<file path="src/hw/axil_pkg.sv">
`default_nettype none

package axil_pkg;

  // bus widths
  localparam int ADDR_W = 16;
  localparam int DATA_W = 32;
  localparam int STRB_W = DATA_W / 8;

  // address map: | window 15:8 | slave 7:6 | word 5:2 | byte 1:0 |
  localparam int N_SLV  = 4;
  localparam int SEL_W  = 2;
  localparam int WORD_W = 4;   // 16 words per slave
  localparam int OFF_L  = 2;
  localparam int SEL_L  = OFF_L + WORD_W;
  localparam int WIN_L  = SEL_L + SEL_W;
  localparam logic [ADDR_W-1:0] ADDR_BASE = 16'hca00;

  localparam int PROB_W = 8;   // one prng byte per random decision

  localparam int FIFO_DEPTH = 4;
  localparam int PTR_W      = $clog2(FIFO_DEPTH);
  localparam int CNT_W      = 3; // must hold FIFO_DEPTH

  localparam int IDLE_TIMEOUT = 3;
  localparam int IDLE_CNT_W   = $clog2(IDLE_TIMEOUT + 1);

  localparam logic [31:0] PRNG_SEED = 32'h2545_f491; // any nonzero value

  typedef enum logic [1:0] {
    RESP_OKAY   = 2'b00,
    RESP_EXOKAY = 2'b01, // never returned, AXI4-lite has no exclusives
    RESP_SLVERR = 2'b10,
    RESP_DECERR = 2'b11
  } resp_e;

  typedef enum logic {
    ROUTE_FREE,
    ROUTE_LOCKED
  } route_e;

endpackage

`default_nettype wire

</file>
<file path="src/hw/resp_fifo.sv">
`timescale 1ns/1ps
`default_nettype none

module resp_fifo #(
  parameter int WIDTH = 2
) (
  input  logic             i_clk,
  input  logic             i_arst_n,
  input  logic             i_push,
  input  logic             i_pop,
  input  logic [WIDTH-1:0] i_data,
  output logic [WIDTH-1:0] o_data,
  output logic             o_empty,
  output logic             o_full
);
  import axil_pkg::*;

  logic [WIDTH-1:0] mem [FIFO_DEPTH];
  logic [PTR_W:0]   wr_ptr; // extra msb tells full from empty
  logic [PTR_W:0]   rd_ptr;

  always_ff @(posedge i_clk or negedge i_arst_n) begin
    if (!i_arst_n) begin
      wr_ptr <= '0;
      rd_ptr <= '0;
    end else begin
      if (i_push) wr_ptr <= wr_ptr + 1'b1;
      if (i_pop)  rd_ptr <= rd_ptr + 1'b1;
    end
  end

  always_ff @(posedge i_clk) begin
    if (i_push) mem[wr_ptr[PTR_W-1:0]] <= i_data;
  end

  assign o_data  = mem[rd_ptr[PTR_W-1:0]]; // head, valid when not empty
  assign o_empty = (wr_ptr == rd_ptr);
  assign o_full  = (wr_ptr[PTR_W] != rd_ptr[PTR_W]) &&
                   (wr_ptr[PTR_W-1:0] == rd_ptr[PTR_W-1:0]);

  ap_no_overrun: assert property (@(posedge i_clk) disable iff (!i_arst_n)
    !(i_push && o_full) && !(i_pop && o_empty));

endmodule

`default_nettype wire

</file>
<file path="src/hw/prng_xorshift.sv">
`timescale 1ns/1ps
`default_nettype none

module prng_xorshift (
  input  logic        i_clk,
  input  logic        i_arst_n,
  output logic [31:0] o_word
);
  import axil_pkg::*;

  logic [31:0] state;
  logic [31:0] x1;
  logic [31:0] x2;
  logic        seeded;

  // xorshift32, shifts 13/17/5
  assign x1 = state ^ (state << 13);
  assign x2 = x1 ^ (x1 >> 17);

  always_ff @(posedge i_clk or negedge i_arst_n) begin
    if (!i_arst_n) begin
      state  <= '0;
      seeded <= 1'b0;
    end else if (!seeded) begin
      state  <= PRNG_SEED; // first cycle out of reset
      seeded <= 1'b1;
    end else begin
      state <= x2 ^ (x2 << 5);
    end
  end

  assign o_word = state;

  // zero is a fixed point of xorshift, the sequence would die there
  ap_nonzero: assert property (@(posedge i_clk) disable iff (!i_arst_n)
    seeded |-> state != '0);

endmodule

`default_nettype wire

</file>
<file path="src/hw/axil_req_router.sv">
`timescale 1ns/1ps
`default_nettype none

module axil_req_router (
  input  logic                        i_clk,
  input  logic                        i_arst_n,
  input  logic [axil_pkg::ADDR_W-1:0] i_awaddr,
  input  logic                        i_awvalid,
  input  logic [axil_pkg::DATA_W-1:0] i_wdata,
  input  logic [axil_pkg::STRB_W-1:0] i_wstrb,
  input  logic                        i_wvalid,
  input  logic [axil_pkg::ADDR_W-1:0] i_araddr,
  input  logic                        i_arvalid,
  output logic                        o_awready,
  output logic                        o_wready,
  output logic                        o_arready,
  output logic [axil_pkg::N_SLV-1:0]  o_wr_valid,
  output logic [axil_pkg::N_SLV-1:0]  o_rd_valid,
  input  logic [axil_pkg::N_SLV-1:0]  i_wr_ready,
  input  logic [axil_pkg::N_SLV-1:0]  i_rd_ready,
  input  logic                        i_wr_done,
  input  logic                        i_rd_done,
  output logic [axil_pkg::SEL_W-1:0]  o_wr_sel,
  output logic [axil_pkg::SEL_W-1:0]  o_rd_sel,
  output logic                        o_wr_busy,
  output logic                        o_rd_busy
);
  import axil_pkg::*;

  // index 0 is the write direction, 1 the read direction
  logic [1:0]       req_valid;
  logic [1:0]       can_go;
  logic [1:0]       acc;
  logic [1:0]       done;
  logic [SEL_W-1:0] req_sel  [2];
  logic [SEL_W-1:0] lock_sel [2];
  logic [CNT_W-1:0] cnt      [2];
  logic [N_SLV-1:0] slv_ready[2];
  route_e           state    [2];

  assign req_valid    = {i_arvalid, i_awvalid && i_wvalid}; // aw and w go together
  assign req_sel[0]   = i_awaddr[SEL_L +: SEL_W];
  assign req_sel[1]   = i_araddr[SEL_L +: SEL_W];
  assign slv_ready[0] = i_wr_ready;
  assign slv_ready[1] = i_rd_ready;
  assign done         = {i_rd_done, i_wr_done};

  always_comb begin
    for (int d = 0; d < 2; d++) begin
      // a different slave must wait until the locked one has drained
      can_go[d] = (state[d] == ROUTE_FREE || lock_sel[d] == req_sel[d]) &&
                  (cnt[d] != CNT_W'(FIFO_DEPTH));
      acc[d]    = req_valid[d] && can_go[d] && slv_ready[d][req_sel[d]];
    end
  end

  assign o_wr_valid = (req_valid[0] && can_go[0]) ? N_SLV'(1) << req_sel[0] : '0;
  assign o_rd_valid = (req_valid[1] && can_go[1]) ? N_SLV'(1) << req_sel[1] : '0;
  assign o_awready  = acc[0];
  assign o_wready   = acc[0];
  assign o_arready  = acc[1];

  always_ff @(posedge i_clk or negedge i_arst_n) begin
    if (!i_arst_n) begin
      for (int d = 0; d < 2; d++) begin
        state[d]    <= ROUTE_FREE;
        lock_sel[d] <= '0;
        cnt[d]      <= '0;
      end
    end else begin
      for (int d = 0; d < 2; d++) begin
        cnt[d] <= cnt[d] + CNT_W'(acc[d]) - CNT_W'(done[d]);
        if (acc[d]) begin
          state[d]    <= ROUTE_LOCKED;
          lock_sel[d] <= req_sel[d];
        end else if (done[d] && cnt[d] == CNT_W'(1)) begin
          state[d] <= ROUTE_FREE; // last response gone
        end
      end
    end
  end

  assign o_wr_sel  = lock_sel[0];
  assign o_rd_sel  = lock_sel[1];
  assign o_wr_busy = (state[0] == ROUTE_LOCKED);
  assign o_rd_busy = (state[1] == ROUTE_LOCKED);

  // a completion at the bus must match a request accepted earlier
  ap_no_underflow: assert property (@(posedge i_clk) disable iff (!i_arst_n)
    !(i_wr_done && cnt[0] == '0) && !(i_rd_done && cnt[1] == '0));

  // master under test must hold its write payload while stalled
  ap_w_stable: assert property (@(posedge i_clk) disable iff (!i_arst_n)
    i_awvalid && i_wvalid && !o_wready |=>
      $stable(i_awaddr) && $stable(i_wdata) && $stable(i_wstrb));

endmodule

`default_nettype wire

</file>
<file path="src/hw/axil_random_slave.sv">
`timescale 1ns/1ps
`default_nettype none

module axil_random_slave #(
  parameter int SLV_IDX = 0
) (
  input  logic                        i_clk,
  input  logic                        i_arst_n,
  input  logic                        i_wr_valid,
  input  logic [axil_pkg::ADDR_W-1:0] i_awaddr,
  input  logic [axil_pkg::DATA_W-1:0] i_wdata,
  input  logic [axil_pkg::STRB_W-1:0] i_wstrb,
  output logic                        o_wr_ready,
  input  logic                        i_rd_valid,
  input  logic [axil_pkg::ADDR_W-1:0] i_araddr,
  output logic                        o_rd_ready,
  output logic                        o_b_valid,
  output axil_pkg::resp_e             o_b_resp,
  input  logic                        i_b_ready,
  output logic                        o_r_valid,
  output axil_pkg::resp_e             o_r_resp,
  output logic [axil_pkg::DATA_W-1:0] o_r_data,
  input  logic                        i_r_ready,
  input  logic [31:0]                 i_prng_word,
  input  logic [axil_pkg::PROB_W-1:0] i_pr_req_stall,
  input  logic [axil_pkg::PROB_W-1:0] i_pr_resp_stall,
  input  logic [axil_pkg::PROB_W-1:0] i_pr_resp_err,
  input  logic [axil_pkg::PROB_W-1:0] i_pr_corrupt
);
  import axil_pkg::*;

  logic [63:0]       word_x2;
  logic [31:0]       rnd;
  logic              do_req_stall;
  logic              do_resp_stall;
  logic              do_err;
  logic              do_corrupt;
  logic              wr_acc;
  logic              rd_acc;
  logic              mem_we;
  logic              aw_decerr;
  logic              ar_decerr;
  logic [WORD_W-1:0] aw_off;
  logic [WORD_W-1:0] ar_off;
  logic [DATA_W-1:0] mem [2**WORD_W];
  logic [DATA_W-1:0] rdata;
  resp_e             bresp;
  resp_e             rresp;
  logic              b_pop, b_empty, b_full, b_keep;
  logic              r_pop, r_empty, r_full, r_keep;
  logic [1:0]        b_dout;
  logic [DATA_W+1:0] r_dout;

  // each slave sees the shared word rotated by its own byte offset
  assign word_x2 = {i_prng_word, i_prng_word};
  assign rnd     = word_x2[8*(SLV_IDX%4) +: 32];

  assign do_req_stall  = i_pr_req_stall  > rnd[0*PROB_W +: PROB_W];
  assign do_resp_stall = i_pr_resp_stall > rnd[1*PROB_W +: PROB_W];
  assign do_err        = i_pr_resp_err   > rnd[2*PROB_W +: PROB_W];
  assign do_corrupt    = i_pr_corrupt    > rnd[3*PROB_W +: PROB_W];

  assign o_wr_ready = !do_req_stall && !b_full; // room for the response
  assign o_rd_ready = !do_req_stall && !r_full;
  assign wr_acc     = i_wr_valid && o_wr_ready;
  assign rd_acc     = i_rd_valid && o_rd_ready;

  assign aw_off    = i_awaddr[OFF_L +: WORD_W];
  assign ar_off    = i_araddr[OFF_L +: WORD_W];
  assign aw_decerr = (i_awaddr[ADDR_W-1:WIN_L] != ADDR_BASE[ADDR_W-1:WIN_L]);
  assign ar_decerr = (i_araddr[ADDR_W-1:WIN_L] != ADDR_BASE[ADDR_W-1:WIN_L]);
  assign mem_we    = wr_acc && !aw_decerr;

  assign bresp = aw_decerr ? RESP_DECERR : do_err ? RESP_SLVERR : RESP_OKAY;
  assign rresp = ar_decerr ? RESP_DECERR : do_err ? RESP_SLVERR : RESP_OKAY;

  always_ff @(posedge i_clk) begin
    for (int i = 0; i < STRB_W; i++) begin
      if (mem_we && i_wstrb[i])
        mem[aw_off][8*i +: 8] <= i_wdata[8*i +: 8];
    end
  end

  // old contents on a same-cycle write to the same word
  always_comb begin
    rdata = ar_decerr ? '0 : mem[ar_off];
    if (do_corrupt)
      rdata = rdata ^ (DATA_W'(1) << i_prng_word[4:0]); // single bit flip
  end

  resp_fifo #(.WIDTH(2)) u_b_fifo (
    .i_clk    (i_clk),
    .i_arst_n (i_arst_n),
    .i_push   (wr_acc),
    .i_pop    (b_pop),
    .i_data   (bresp),
    .o_data   (b_dout),
    .o_empty  (b_empty),
    .o_full   (b_full)
  );

  resp_fifo #(.WIDTH(DATA_W + 2)) u_r_fifo (
    .i_clk    (i_clk),
    .i_arst_n (i_arst_n),
    .i_push   (rd_acc),
    .i_pop    (r_pop),
    .i_data   ({rresp, rdata}),
    .o_data   (r_dout),
    .o_empty  (r_empty),
    .o_full   (r_full)
  );

  // once shown, valid stays up until taken
  always_ff @(posedge i_clk or negedge i_arst_n) begin
    if (!i_arst_n) begin
      b_keep <= 1'b0;
      r_keep <= 1'b0;
    end else begin
      b_keep <= o_b_valid && !i_b_ready;
      r_keep <= o_r_valid && !i_r_ready;
    end
  end

  assign o_b_valid = !b_empty && (!do_resp_stall || b_keep);
  assign o_r_valid = !r_empty && (!do_resp_stall || r_keep);
  assign b_pop     = o_b_valid && i_b_ready;
  assign r_pop     = o_r_valid && i_r_ready;
  assign o_b_resp  = resp_e'(b_dout);
  assign o_r_resp  = resp_e'(r_dout[DATA_W +: 2]);
  assign o_r_data  = r_dout[DATA_W-1:0];

  ap_b_hold: assert property (@(posedge i_clk) disable iff (!i_arst_n)
    o_b_valid && !i_b_ready |=> o_b_valid && $stable(o_b_resp));

  ap_r_hold: assert property (@(posedge i_clk) disable iff (!i_arst_n)
    o_r_valid && !i_r_ready |=> o_r_valid && $stable(o_r_resp) && $stable(o_r_data));

  // an out-of-window write leaves the aliased word untouched
  ap_decerr_no_write: assert property (@(posedge i_clk) disable iff (!i_arst_n)
    wr_acc && aw_decerr |=> mem[$past(aw_off)] === $past(mem[aw_off]));

endmodule

`default_nettype wire

</file>
<file path="src/hw/axil_resp_merge.sv">
`timescale 1ns/1ps
`default_nettype none

module axil_resp_merge (
  input  logic                                           i_clk,
  input  logic                                           i_arst_n,
  input  logic [axil_pkg::SEL_W-1:0]                     i_wr_sel,
  input  logic [axil_pkg::SEL_W-1:0]                     i_rd_sel,
  input  logic                                           i_wr_busy,
  input  logic                                           i_rd_busy,
  input  logic [axil_pkg::N_SLV-1:0]                     i_b_valid,
  input  axil_pkg::resp_e [axil_pkg::N_SLV-1:0]          i_b_resp,
  input  logic [axil_pkg::N_SLV-1:0]                     i_r_valid,
  input  axil_pkg::resp_e [axil_pkg::N_SLV-1:0]          i_r_resp,
  input  logic [axil_pkg::N_SLV-1:0][axil_pkg::DATA_W-1:0] i_r_data,
  output logic [axil_pkg::N_SLV-1:0]                     o_b_ready,
  output logic [axil_pkg::N_SLV-1:0]                     o_r_ready,
  output logic                                           o_bvalid,
  output axil_pkg::resp_e                                o_bresp,
  output logic                                           o_rvalid,
  output axil_pkg::resp_e                                o_rresp,
  output logic [axil_pkg::DATA_W-1:0]                    o_rdata,
  input  logic                                           i_bready,
  input  logic                                           i_rready,
  output logic                                           o_wr_done,
  output logic                                           o_rd_done,
  output logic                                           o_busy,
  output logic                                           o_idle
);
  import axil_pkg::*;

  logic [IDLE_CNT_W-1:0] idle_cnt;

  // only the locked slave can hold a response
  assign o_bvalid  = i_b_valid[i_wr_sel];
  assign o_bresp   = i_b_resp[i_wr_sel];
  assign o_rvalid  = i_r_valid[i_rd_sel];
  assign o_rresp   = i_r_resp[i_rd_sel];
  assign o_rdata   = i_r_data[i_rd_sel];
  assign o_b_ready = i_bready ? N_SLV'(1) << i_wr_sel : '0;
  assign o_r_ready = i_rready ? N_SLV'(1) << i_rd_sel : '0;

  assign o_wr_done = o_bvalid && i_bready;
  assign o_rd_done = o_rvalid && i_rready;
  assign o_busy    = i_wr_busy || i_rd_busy;

  always_ff @(posedge i_clk or negedge i_arst_n) begin
    if (!i_arst_n)
      idle_cnt <= IDLE_CNT_W'(IDLE_TIMEOUT); // not idle straight out of reset
    else if (o_busy)
      idle_cnt <= IDLE_CNT_W'(IDLE_TIMEOUT);
    else if (idle_cnt != '0)
      idle_cnt <= idle_cnt - 1'b1;
  end

  assign o_idle = !o_busy && (idle_cnt == '0);

  // idle must mean no slave is still offering a response
  ap_idle_quiet: assert property (@(posedge i_clk) disable iff (!i_arst_n)
    o_idle |-> (i_b_valid == '0) && (i_r_valid == '0));

endmodule

`default_nettype wire

</file>
<file path="src/hw/axil_slave_array.sv">
`timescale 1ns/1ps
`default_nettype none

module axil_slave_array (
  input  logic                        i_clk,
  input  logic                        i_arst_n,
  input  logic [axil_pkg::ADDR_W-1:0] i_awaddr,
  input  logic                        i_awvalid,
  output logic                        o_awready,
  input  logic [axil_pkg::DATA_W-1:0] i_wdata,
  input  logic [axil_pkg::STRB_W-1:0] i_wstrb,
  input  logic                        i_wvalid,
  output logic                        o_wready,
  output axil_pkg::resp_e             o_bresp,
  output logic                        o_bvalid,
  input  logic                        i_bready,
  input  logic [axil_pkg::ADDR_W-1:0] i_araddr,
  input  logic                        i_arvalid,
  output logic                        o_arready,
  output logic [axil_pkg::DATA_W-1:0] o_rdata,
  output axil_pkg::resp_e             o_rresp,
  output logic                        o_rvalid,
  input  logic                        i_rready,
  input  logic [axil_pkg::PROB_W-1:0] i_pr_req_stall,
  input  logic [axil_pkg::PROB_W-1:0] i_pr_resp_stall,
  input  logic [axil_pkg::PROB_W-1:0] i_pr_resp_err,
  input  logic [axil_pkg::PROB_W-1:0] i_pr_corrupt,
  output logic                        o_busy,
  output logic                        o_idle
);
  import axil_pkg::*;

  logic [31:0]                   prng_word;
  logic [N_SLV-1:0]              wr_valid, wr_ready, rd_valid, rd_ready;
  logic [N_SLV-1:0]              b_valid, b_ready, r_valid, r_ready;
  resp_e [N_SLV-1:0]             b_resp;
  resp_e [N_SLV-1:0]             r_resp;
  logic [N_SLV-1:0][DATA_W-1:0]  r_data;
  logic [SEL_W-1:0]              wr_sel, rd_sel;
  logic                          wr_busy, rd_busy, wr_done, rd_done;

  prng_xorshift u_prng (
    .i_clk    (i_clk),
    .i_arst_n (i_arst_n),
    .o_word   (prng_word)
  );

  axil_req_router u_router (
    .i_clk      (i_clk),
    .i_arst_n   (i_arst_n),
    .i_awaddr   (i_awaddr),
    .i_awvalid  (i_awvalid),
    .i_wdata    (i_wdata),
    .i_wstrb    (i_wstrb),
    .i_wvalid   (i_wvalid),
    .i_araddr   (i_araddr),
    .i_arvalid  (i_arvalid),
    .o_awready  (o_awready),
    .o_wready   (o_wready),
    .o_arready  (o_arready),
    .o_wr_valid (wr_valid),
    .o_rd_valid (rd_valid),
    .i_wr_ready (wr_ready),
    .i_rd_ready (rd_ready),
    .i_wr_done  (wr_done),
    .i_rd_done  (rd_done),
    .o_wr_sel   (wr_sel),
    .o_rd_sel   (rd_sel),
    .o_wr_busy  (wr_busy),
    .o_rd_busy  (rd_busy)
  );

  for (genvar k = 0; k < N_SLV; k++) begin : g_slv
    axil_random_slave #(.SLV_IDX(k)) u_slave (
      .i_clk           (i_clk),
      .i_arst_n        (i_arst_n),
      .i_wr_valid      (wr_valid[k]),
      .i_awaddr        (i_awaddr),
      .i_wdata         (i_wdata),
      .i_wstrb         (i_wstrb),
      .o_wr_ready      (wr_ready[k]),
      .i_rd_valid      (rd_valid[k]),
      .i_araddr        (i_araddr),
      .o_rd_ready      (rd_ready[k]),
      .o_b_valid       (b_valid[k]),
      .o_b_resp        (b_resp[k]),
      .i_b_ready       (b_ready[k]),
      .o_r_valid       (r_valid[k]),
      .o_r_resp        (r_resp[k]),
      .o_r_data        (r_data[k]),
      .i_r_ready       (r_ready[k]),
      .i_prng_word     (prng_word),
      .i_pr_req_stall  (i_pr_req_stall),
      .i_pr_resp_stall (i_pr_resp_stall),
      .i_pr_resp_err   (i_pr_resp_err),
      .i_pr_corrupt    (i_pr_corrupt)
    );
  end

  axil_resp_merge u_merge (
    .i_clk     (i_clk),
    .i_arst_n  (i_arst_n),
    .i_wr_sel  (wr_sel),
    .i_rd_sel  (rd_sel),
    .i_wr_busy (wr_busy),
    .i_rd_busy (rd_busy),
    .i_b_valid (b_valid),
    .i_b_resp  (b_resp),
    .i_r_valid (r_valid),
    .i_r_resp  (r_resp),
    .i_r_data  (r_data),
    .o_b_ready (b_ready),
    .o_r_ready (r_ready),
    .o_bvalid  (o_bvalid),
    .o_bresp   (o_bresp),
    .o_rvalid  (o_rvalid),
    .o_rresp   (o_rresp),
    .o_rdata   (o_rdata),
    .i_bready  (i_bready),
    .i_rready  (i_rready),
    .o_wr_done (wr_done),
    .o_rd_done (rd_done),
    .o_busy    (o_busy),
    .o_idle    (o_idle)
  );

endmodule

`default_nettype wire

</file>
<file path="config.mk">
export PLATFORM = sky130hd
export DESIGN_NAME = axil_slave_array
export DESIGN_NICKNAME = d
export VERILOG_FILES = /design/src/hw/axil_pkg.sv /design/src/hw/resp_fifo.sv /design/src/hw/prng_xorshift.sv /design/src/hw/axil_req_router.sv /design/src/hw/axil_random_slave.sv /design/src/hw/axil_resp_merge.sv /design/src/hw/axil_slave_array.sv
export SDC_FILE = /design/constraint.sdc
export NUM_CORES = 2
export LEC_CHECK = 0
export ABC_AREA = 0
export BUFFER_PORTS_ARGS = -buffer_cell sky130_fd_sc_hd__clkbuf_2
export CORE_MARGIN = 2
export CORE_UTILIZATION = 25
export CTS_BUF_LIST = sky130_fd_sc_hd__clkbuf_4 sky130_fd_sc_hd__clkbuf_8
export CTS_CLUSTER_SIZE = 28
export DETAILED_ROUTE_END_ITERATION = 7
export PLACE_DENSITY = 0.5
export RECOVER_POWER = 50
export SETUP_SLACK_MARGIN = 0.5
export SLEW_MARGIN = 20
export SYNTH_ARGS = -nofsm -noshare
export SYNTH_HDL_FRONTEND = slang
export SYNTH_HIERARCHICAL = 1
export SYNTH_SLANG_ARGS = --single-unit
</file>
<file path="constraint.sdc">
create_clock -name i_clk -period 8.1 [get_ports i_clk]
set_input_delay 0.405 -clock i_clk [delete_from_list [all_inputs] [get_ports i_clk]]
set_output_delay 0.405 -clock i_clk [all_outputs]
set_load 0.02 [all_outputs]
</file>
Yosys cells after proc, flatten, opt, wreduce, memory -nomap -nowiden --
Memory sizes are Yosys's and may differ from the RTL's. Cells that the tools add are included.
Word-level totals: input port bits 107, register bits after elaboration 103, memories kept 12, bits in writable memories 2624, output and inout port bits 43, logic and storage cells 355
Operators by class: order comparisons 20, mux-type cells 93, add/sub/neg operators 21, reductions and logical operators 130, shift-type cells 5, equal/unequal tests 32, bitwise logic cells 9
Memory list:
- g_slv[0].u_slave.mem | words 16, width 32, read ports 1, clocked after Yosys merged registers in 0, wr ports 1, line axil_random_slave.sv:45 | logic [DATA_W-1:0] mem [2**WORD_W];
- g_slv[1].u_slave.mem | words 16, width 32, read ports 1, clocked after Yosys merged registers in 0, wr ports 1, line axil_random_slave.sv:45
- g_slv[2].u_slave.mem | words 16, width 32, read ports 1, clocked after Yosys merged registers in 0, wr ports 1, line axil_random_slave.sv:45
- g_slv[3].u_slave.mem | words 16, width 32, read ports 1, clocked after Yosys merged registers in 0, wr ports 1, line axil_random_slave.sv:45
- g_slv[0].u_slave.u_r_fifo.mem | words 4, width 34, read ports 1, clocked after Yosys merged registers in 0, wr ports 1, line resp_fifo.sv:18 | logic [WIDTH-1:0] mem [FIFO_DEPTH];
- g_slv[1].u_slave.u_r_fifo.mem | words 4, width 34, read ports 1, clocked after Yosys merged registers in 0, wr ports 1, line resp_fifo.sv:18
- +6 memories
Operators with widths (number):
- $mux 32 | 10
- $xor 32x32->32 | 6
- $gt 8x8->1 | 16
- $logic_and 1x1->1 | 80
- $bmux 32 s2 | 1
- $mux 1 | 56
- $add 3x1->3 const B | 16
- $logic_not 1->1 | 34
- $mux 2 | 16
- $shl 1x5->32 const A | 1
- $xor 32x15->32 | 1
- $eq 3x3->1 | 8
- $eq 2x2->1 | 10
- $mux 4 | 4
- $ne 8x8->1 const B | 2
- $shl 1x2->4 const A | 4
- $lt 2x3->1 const B | 4
- $logic_or 1x1->1 | 11
- $bmux 1 s2 | 4
- $bmux 2 s2 | 2
- $ne 1x1->1 | 8
- $reduce_bool 2->1 | 4
- $add 3x1->3 | 2
- $eq 3x1->1 const B | 2
- 5 further kinds | 8

Logic depth before layout (Yosys ltp) --
word-level depth 10, depth in mapped cells 18, mapped depth without buffers 16

Cells and area by module --
The synthesis kept the hierarchy.
By module, submodules not included:
- axil_random_slave at g_slv[2].u_slave | area an instance 22382.7 um^2, seq. area each 15424.8 um^2, instances 1, cells an instance 1436
- axil_random_slave at g_slv[3].u_slave | area an instance 22366.5 um^2, seq. area each 15424.8 um^2, instances 1, cells an instance 1436
- axil_random_slave at g_slv[0].u_slave | area an instance 22173.8 um^2, seq. area each 15424.8 um^2, instances 1, cells an instance 1354
- axil_random_slave at g_slv[1].u_slave | area an instance 21991.1 um^2, seq. area each 15424.8 um^2, instances 1, cells an instance 1359
- resp_fifo at g_slv[0].u_slave.u_r_fifo ... | area an instance 5306.3 um^2, seq. area each 4234.1 um^2, instances 4, cells an instance 208
- resp_fifo at g_slv[0].u_slave.u_b_fifo ... | area an instance 635.6 um^2, seq. area each 390.4 um^2, instances 4, cells an instance 40
- prng_xorshift | area an instance 1788.0 um^2, seq. area each 825.8 um^2, instances 1, cells an instance 128
- axil_resp_merge | area an instance 1134.8 um^2, seq. area each 52.6 um^2, instances 1, cells an instance 72
- axil_req_router | area an instance 794.5 um^2, seq. area each 300.3 um^2, instances 1, cells an instance 80

Least setup slack after synthesis --
Ideal clock, no wire load.
path type flip-flop to flip-flop, from reg u_prng.state[4] (netlist: u_prng/o_word[4]), to reg u_router/cnt[5] (netlist bit), clock period less this slack 3824 ps, data required time 7975 ps, cell stages (with the launch flop) 19, buffers on the path 2, arrival 3699 ps, slack 4276 ps, setup time 125 ps, cell sequence dfrtp_1 -> inv_1 -> ha_1 -> a21o_1 -> a21o_1 -> a21oi_1 -> nor2_1 -> clkbuf_1 -> clkbuf_1 -> nor3_1 -> mux2i_1 -> mux2_4 -> nand3b_1 -> inv_1 -> ha_1 -> inv_1 -> fa_1 -> xnor2_1 -> xnor2_1
Between the ends: longest elaborated chain between the ends 8, elaborated cells between the ends (all ways) 15, those cells by class add/sub (2); order compare (2); mux (4); reduce/logical (7)
RTL lines:
- start, declared | line prng_xorshift.sv:11 | logic [31:0] state;
- start signal, assigned | line prng_xorshift.sv:28 | state <= x2 ^ (x2 << 5);
- $gt 8x8->1 | line axil_random_slave.sv:58 | assign do_req_stall = i_pr_req_stall > rnd[0*PROB_W +: PROB_W];
- $logic_not 1->1 | line axil_random_slave.sv:63 | assign o_wr_ready = !do_req_stall && !b_full;
- $logic_and 1x1->1 | line axil_random_slave.sv:63
- named net wr_ready[0] | line axil_slave_array.sv:34 | logic [N_SLV-1:0] wr_valid, wr_ready, rd_valid, rd_ready;
- $bmux 1 s2 | line axil_req_router.sv:53 | acc[d] = req_valid[d] && can_go[d] && slv_ready[d][req_sel[d]];
- $mux 1 (not written as such) | line axil_req_router.sv:53
- $logic_and 1x1->1 | line axil_req_router.sv:53
- named net o_awready | line axil_slave_array.sv:9 | output logic o_awready,
- $add 3x1->3 | line axil_req_router.sv:72 | cnt[d] <= cnt[d] + CNT_W'(acc[d]) - CNT_W'(done[d]);
- $sub 3x1->3 | line axil_req_router.sv:72
- end signal, assigned by index | line axil_req_router.sv:72
- end, declared | line axil_req_router.sv:37 | logic [CNT_W-1:0] cnt [2];
The timed path passes the listed nets, and every way through them passes these cells. The select of a mux whose other input is x is not followed. A chain may end at the register's enable or synchronous reset.

Worst setup path after layout --
from reg u_prng.state[17] (netlist: u_prng/o_word[17]), to out o_arready
Between the ends: longest elaborated chain between the ends 6
RTL lines:
- $gt 8x8->1 | line axil_random_slave.sv:58
- $logic_not 1->1 | line axil_random_slave.sv:64 | assign o_rd_ready = !do_req_stall && !r_full;
- $logic_and 1x1->1 | line axil_random_slave.sv:64
- named net rd_ready[2] | line axil_slave_array.sv:34
- $bmux 1 s2 | line axil_req_router.sv:53
- $mux 1 (not written as such) | line axil_req_router.sv:53
- $logic_and 1x1->1 | line axil_req_router.sv:53
- end, declared | line axil_slave_array.sv:19 | output logic o_arready,
The timed path passes the listed nets, and every way through them passes these cells. The select of a mux whose other input is x is not followed.

==> key figures <==
Cells and area
  – Fillers: 46083
  – Most common cell after layout, fill and taps aside: edfxtp_1
  – P&R area growth vs syn: 15.7%
  – Final non-filler cell total: 13954
  – Sequential Area: 81400 µm²
  – Multi-input gate area: 32400 µm²
  – NumNets Final: 7664
  – Share of cells above drive strength 1: 0.212
  – Most frequent cells in the layout: edfxtp_1 (2624), mux2i_1 (696), clkbuf_8 (464)

Power
  – Flop pwr share: 0.452
  – Clk pwr share: 0.343
  – Power Total: 36.1 mW
  – Pwr per Cell Area: 268 nW/µm²
  – Leak pwr: 44.8 nW
  – Combinational Power Share: 0.206
  – Sw Ratio: 0.303
  – Max IR drop VDD: 0.171 mV
  – NetSw: 10.9 mW
  – Internal: 25.2 mW

Floorplanning
  – I/O pin cnt: 150
  – Initial Utilization: 0.251
  – Core Region: 464000 µm²
  – Die area: 471000 µm²
  – Die H: 686 µm
  – Die Width: 686 µm
  – Count of standard-cell rows: 250

Min path
  – Hold path depth: 4
  – Worst min path class: in2reg

Route
  – TritonRoute pass-1 iters: 5
  – WL/cell: 25.7 µm
  – DRT antenna net count: 0
  – Via density: 4.77
  – DRC errors left: 0
  – Initial drt markers: 7193
  – Via count: 66581
  – Routed Wire Length: 359000 µm

STA
  – Clock skew: 77.2 ps
  – Fin. Hold Viols: 0
  – Slew @ Worst Pin: 4620 ps
  – Final Max Slew Viols: 2418
  – Setup TNS: 0 ps
  – Tcrit/Tclk final: 0.814
  – Worst hold margin: 132 ps
  – Post-route setup slack: 1510 ps
  – Final setup viols: 0
  – Worst slew margin: -2.08
  – RSZ-0062 raised after global routing: no
  – FMAX: 152 MHz
  – Min Clock Period, post-route: 6590 ps

Worst setup path
  – Arrival time worst endpoint: 6190 ps
  – Critical path buffers and inverters: 3
  – CP max FO: 7
  – Crit path kind: reg2out
  – Max stage delay cell, worst path: a211oi_1
  – FF-to-FF path depth: 12
  – Startpoint class of the critical path: flop
  – CP endpoint kind: output port
  – CP delay by family, top: compound AO/OA/AOI/OAI gates
  – WP data required: 7700 ps
  – Crit path top cell by count: inv_1
  – Critical path depth: 12
  – Critical path, cell by cell: inv_1, ha_1, nor2b_1, o21a_1, o21ai_0, a211oi_1, nor3_1, mux2i_1, mux2_4, nand3b_1, inv_1, clkbuf_2
  – Worst path max stage delay: 2370 ps

Clock network
  – Post-CTS resize count: 0
  – CTS Sinks: 2727
  – H-tree Lvls: 5
  – Clock latency on the worst-skew pair: 1130 ps
  – Root Buffer: clkbuf_8
  – Post-CTS setup buffer count: 0
  – CTS tree: built
  – CTS buffer count: 455
  – Clock buffer depth: 4
  – Worst-path clk slew: 60 ps
  – Post-CTS Hold Buffers: 43

Synth
  – Mux cell area share after synthesis: 0.129
  – Largest family of logic cells by synthesized area: multiplexers
  – Post-synth EDFFs: 2624
  – Sequential fraction of the synthesis area: 0.699
  – Ys Warns: 6
  – Gate Count Post-Synth: 6857
  – Compound-Gate Fraction of Synth Area: 0.0485
  – Synth Area in Adders: 0.0189
  – Netlist area before placement: 116000 µm²
  – Synth Area per Inst: 17.0 µm²
  – Simple-gate share of the synthesized area: 0.0540
  – Synth cell types: 86
  – Register bit total from synthesis: 2727
  – Syn_nets: 7139
  – Post-synthesis async set-or-reset flop share: 0.0378
  – Top_reg_cell synth: edfxtp_1
  – Synth Area in XOR/XNOR: 0.0212

Global route
  – GRT Resource Usage Total: 0.147
  – Initial antenna violation count: 47
  – GRT overflow: 0
  – First-pass GRT wire length: 497000 µm
  – Largest net degree at the start of global routing: 94
  – Vias in the first global route: 65685

Status
  – Failing checks: max-capacitance violations, max-slew violations
  – Status: finished with violations

Placement
  – Half-perimeter wire length after placement: 234000 µm
  – IO Port Bufs: 145
  – Post-Place Cells: 13054
  – Pre-CTS WS: 3120 ps
  – Routability Congestion: 0.848

Run
  – Max cap viols: 49
[flip-flops by register name, summed over array words and instances, names as in the netlist]
register                       flops
g_slv.u_slave/u_b_fifo/mem        32
g_slv.u_slave/u_r_fifo/mem       544
u_router/o_rd_busy                 1
g_slv.u_slave/b_keep               4
g_slv.u_slave/r_keep               4
u_router/cnt                       6
u_router/o_rd_sel                  2
g_slv.u_slave/u_b_fifo/wr_ptr     12
g_slv.u_slave/u_r_fifo/wr_ptr     12
u_prng/o_word                     32
u_merge/idle_cnt                   2
u_router/o_wr_sel                  2
g_slv.u_slave/u_b_fifo/rd_ptr     12
g_slv.u_slave/mem               2048
u_prng/seeded                      1
g_slv.u_slave/u_r_fifo/rd_ptr     12
u_router/o_wr_busy                 1
[power groups by stage]
stage / registers (mW) / clock network [mW] / logic (mW)
after detailed placement: 16.6 / 0 / 7.29
after global routing: 16.3 / 13.3 / 7.89
after global placement: 16.5 / 0 / 7.16
final: 16.3 / 12.4 / 7.43
after CTS: 16.3 / 12.7 / 7.36
after floorplan: 16.4 / 0 / 4.50
[synthesized netlist by cell type (66+ instances only)]
cell	count	area [µm²]
edfxtp_1	2624	78800
mux2i_1	696	6970
nor3_1	404	2020
nand3_1	326	1630
mux4_2	282	6350
a22oi_1	257	1930
inv_1	191	717
nor2_1	176	661
ha_1	173	2160
buf_2	163	816
a221oi_1	147	1290
xor2_1	142	1240
o21ai_0	136	681
clkbuf_1	125	469
dfrtp_1	101	2530
xnor2_1	90	788
nand2_1	88	330
mux2_2	72	811
and2_1	66	413
[metal layers]
metal | vias to the layer above | global-route usage | wire (µm)
li1 | 28519 | - | -
met4 | 6 | 0.0470 | 11800
met1 | 34882 | 0.207 | 159000
met5 | - | 0 | 34
met3 | 532 | 0.0259 | 26900
met2 | 2642 | 0.229 | 161000
[cell type report]
type / count / share of cell area
clock inverters: 245 / 0.0137
clock buffers: 589 / 0.0544
flip-flops and latches: 2727 / 0.604
multi-input cells: 3528 / 0.241
diodes: 21 / 0.000390
repair buffers: 478 / 0.0238
inverters: 192 / 0.00535
well taps: 6174 / 0.0574
[path summary, 6_finish.rpt]
kind                                                             end  slack [ps]                           startpoint
max in group asynchronous        g_slv[2].u_slave/u_r_fifo/rd_ptr[1]        4220                             i_arst_n
worst max-delay path                                       o_arready        1510                    u_prng/o_word[17]
min in group asynchronous                        u_merge/idle_cnt[1]         580                             i_arst_n
worst min register to register   g_slv[1].u_slave/u_b_fifo/wr_ptr[2]         490  g_slv[1].u_slave/u_b_fifo/wr_ptr[2]
worst max register to register                       u_router/cnt[2]        2160  g_slv[2].u_slave/u_r_fifo/rd_ptr[0]
worst min-delay path            g_slv[0].u_slave/u_r_fifo/mem[2][33]         130                     i_pr_resp_err[7]
[logic make-up (layout without fill, tap and decap cells)]
family / after synthesis / in the layout
xor+xnor: 252 / 252
flops: 2727 / 2727
fa+ha+maj: 175 / 175
other cells: 1 / 22
simple gates: 1219 / 1219
mux: 1087 / 1087
buf+inv: 602 / 1504
compound gates: 794 / 794
[worst reg2reg max path, cell delays in order (launching register included)]
cell	delay, ps
dfrtp_2	330
clkbuf_1	2290
xor2_1	300
nor3b_1	730
a21oi_1	130
mux4_1	630
and2_1	230
ha_1	270
inv_1	40
ha_1	190
fa_1	410
xnor2_1	180
xnor2_1	130
[per-stage QoR]
| step | area, µm² | utilization |
|---|---|---|
| 2_1_floorplan | 116000 | - |
| 3_3_place_gp | 125000 | 0.269 |
| 3_5_place_dp | 125000 | 0.270 |
| 4_1_cts | 135000 | 0.291 |
| 5_1_grt | 135000 | 0.290 |
| 6_report | 135000 | 0.291 |
No activity file was read; power rests on OpenSTA's default activity.
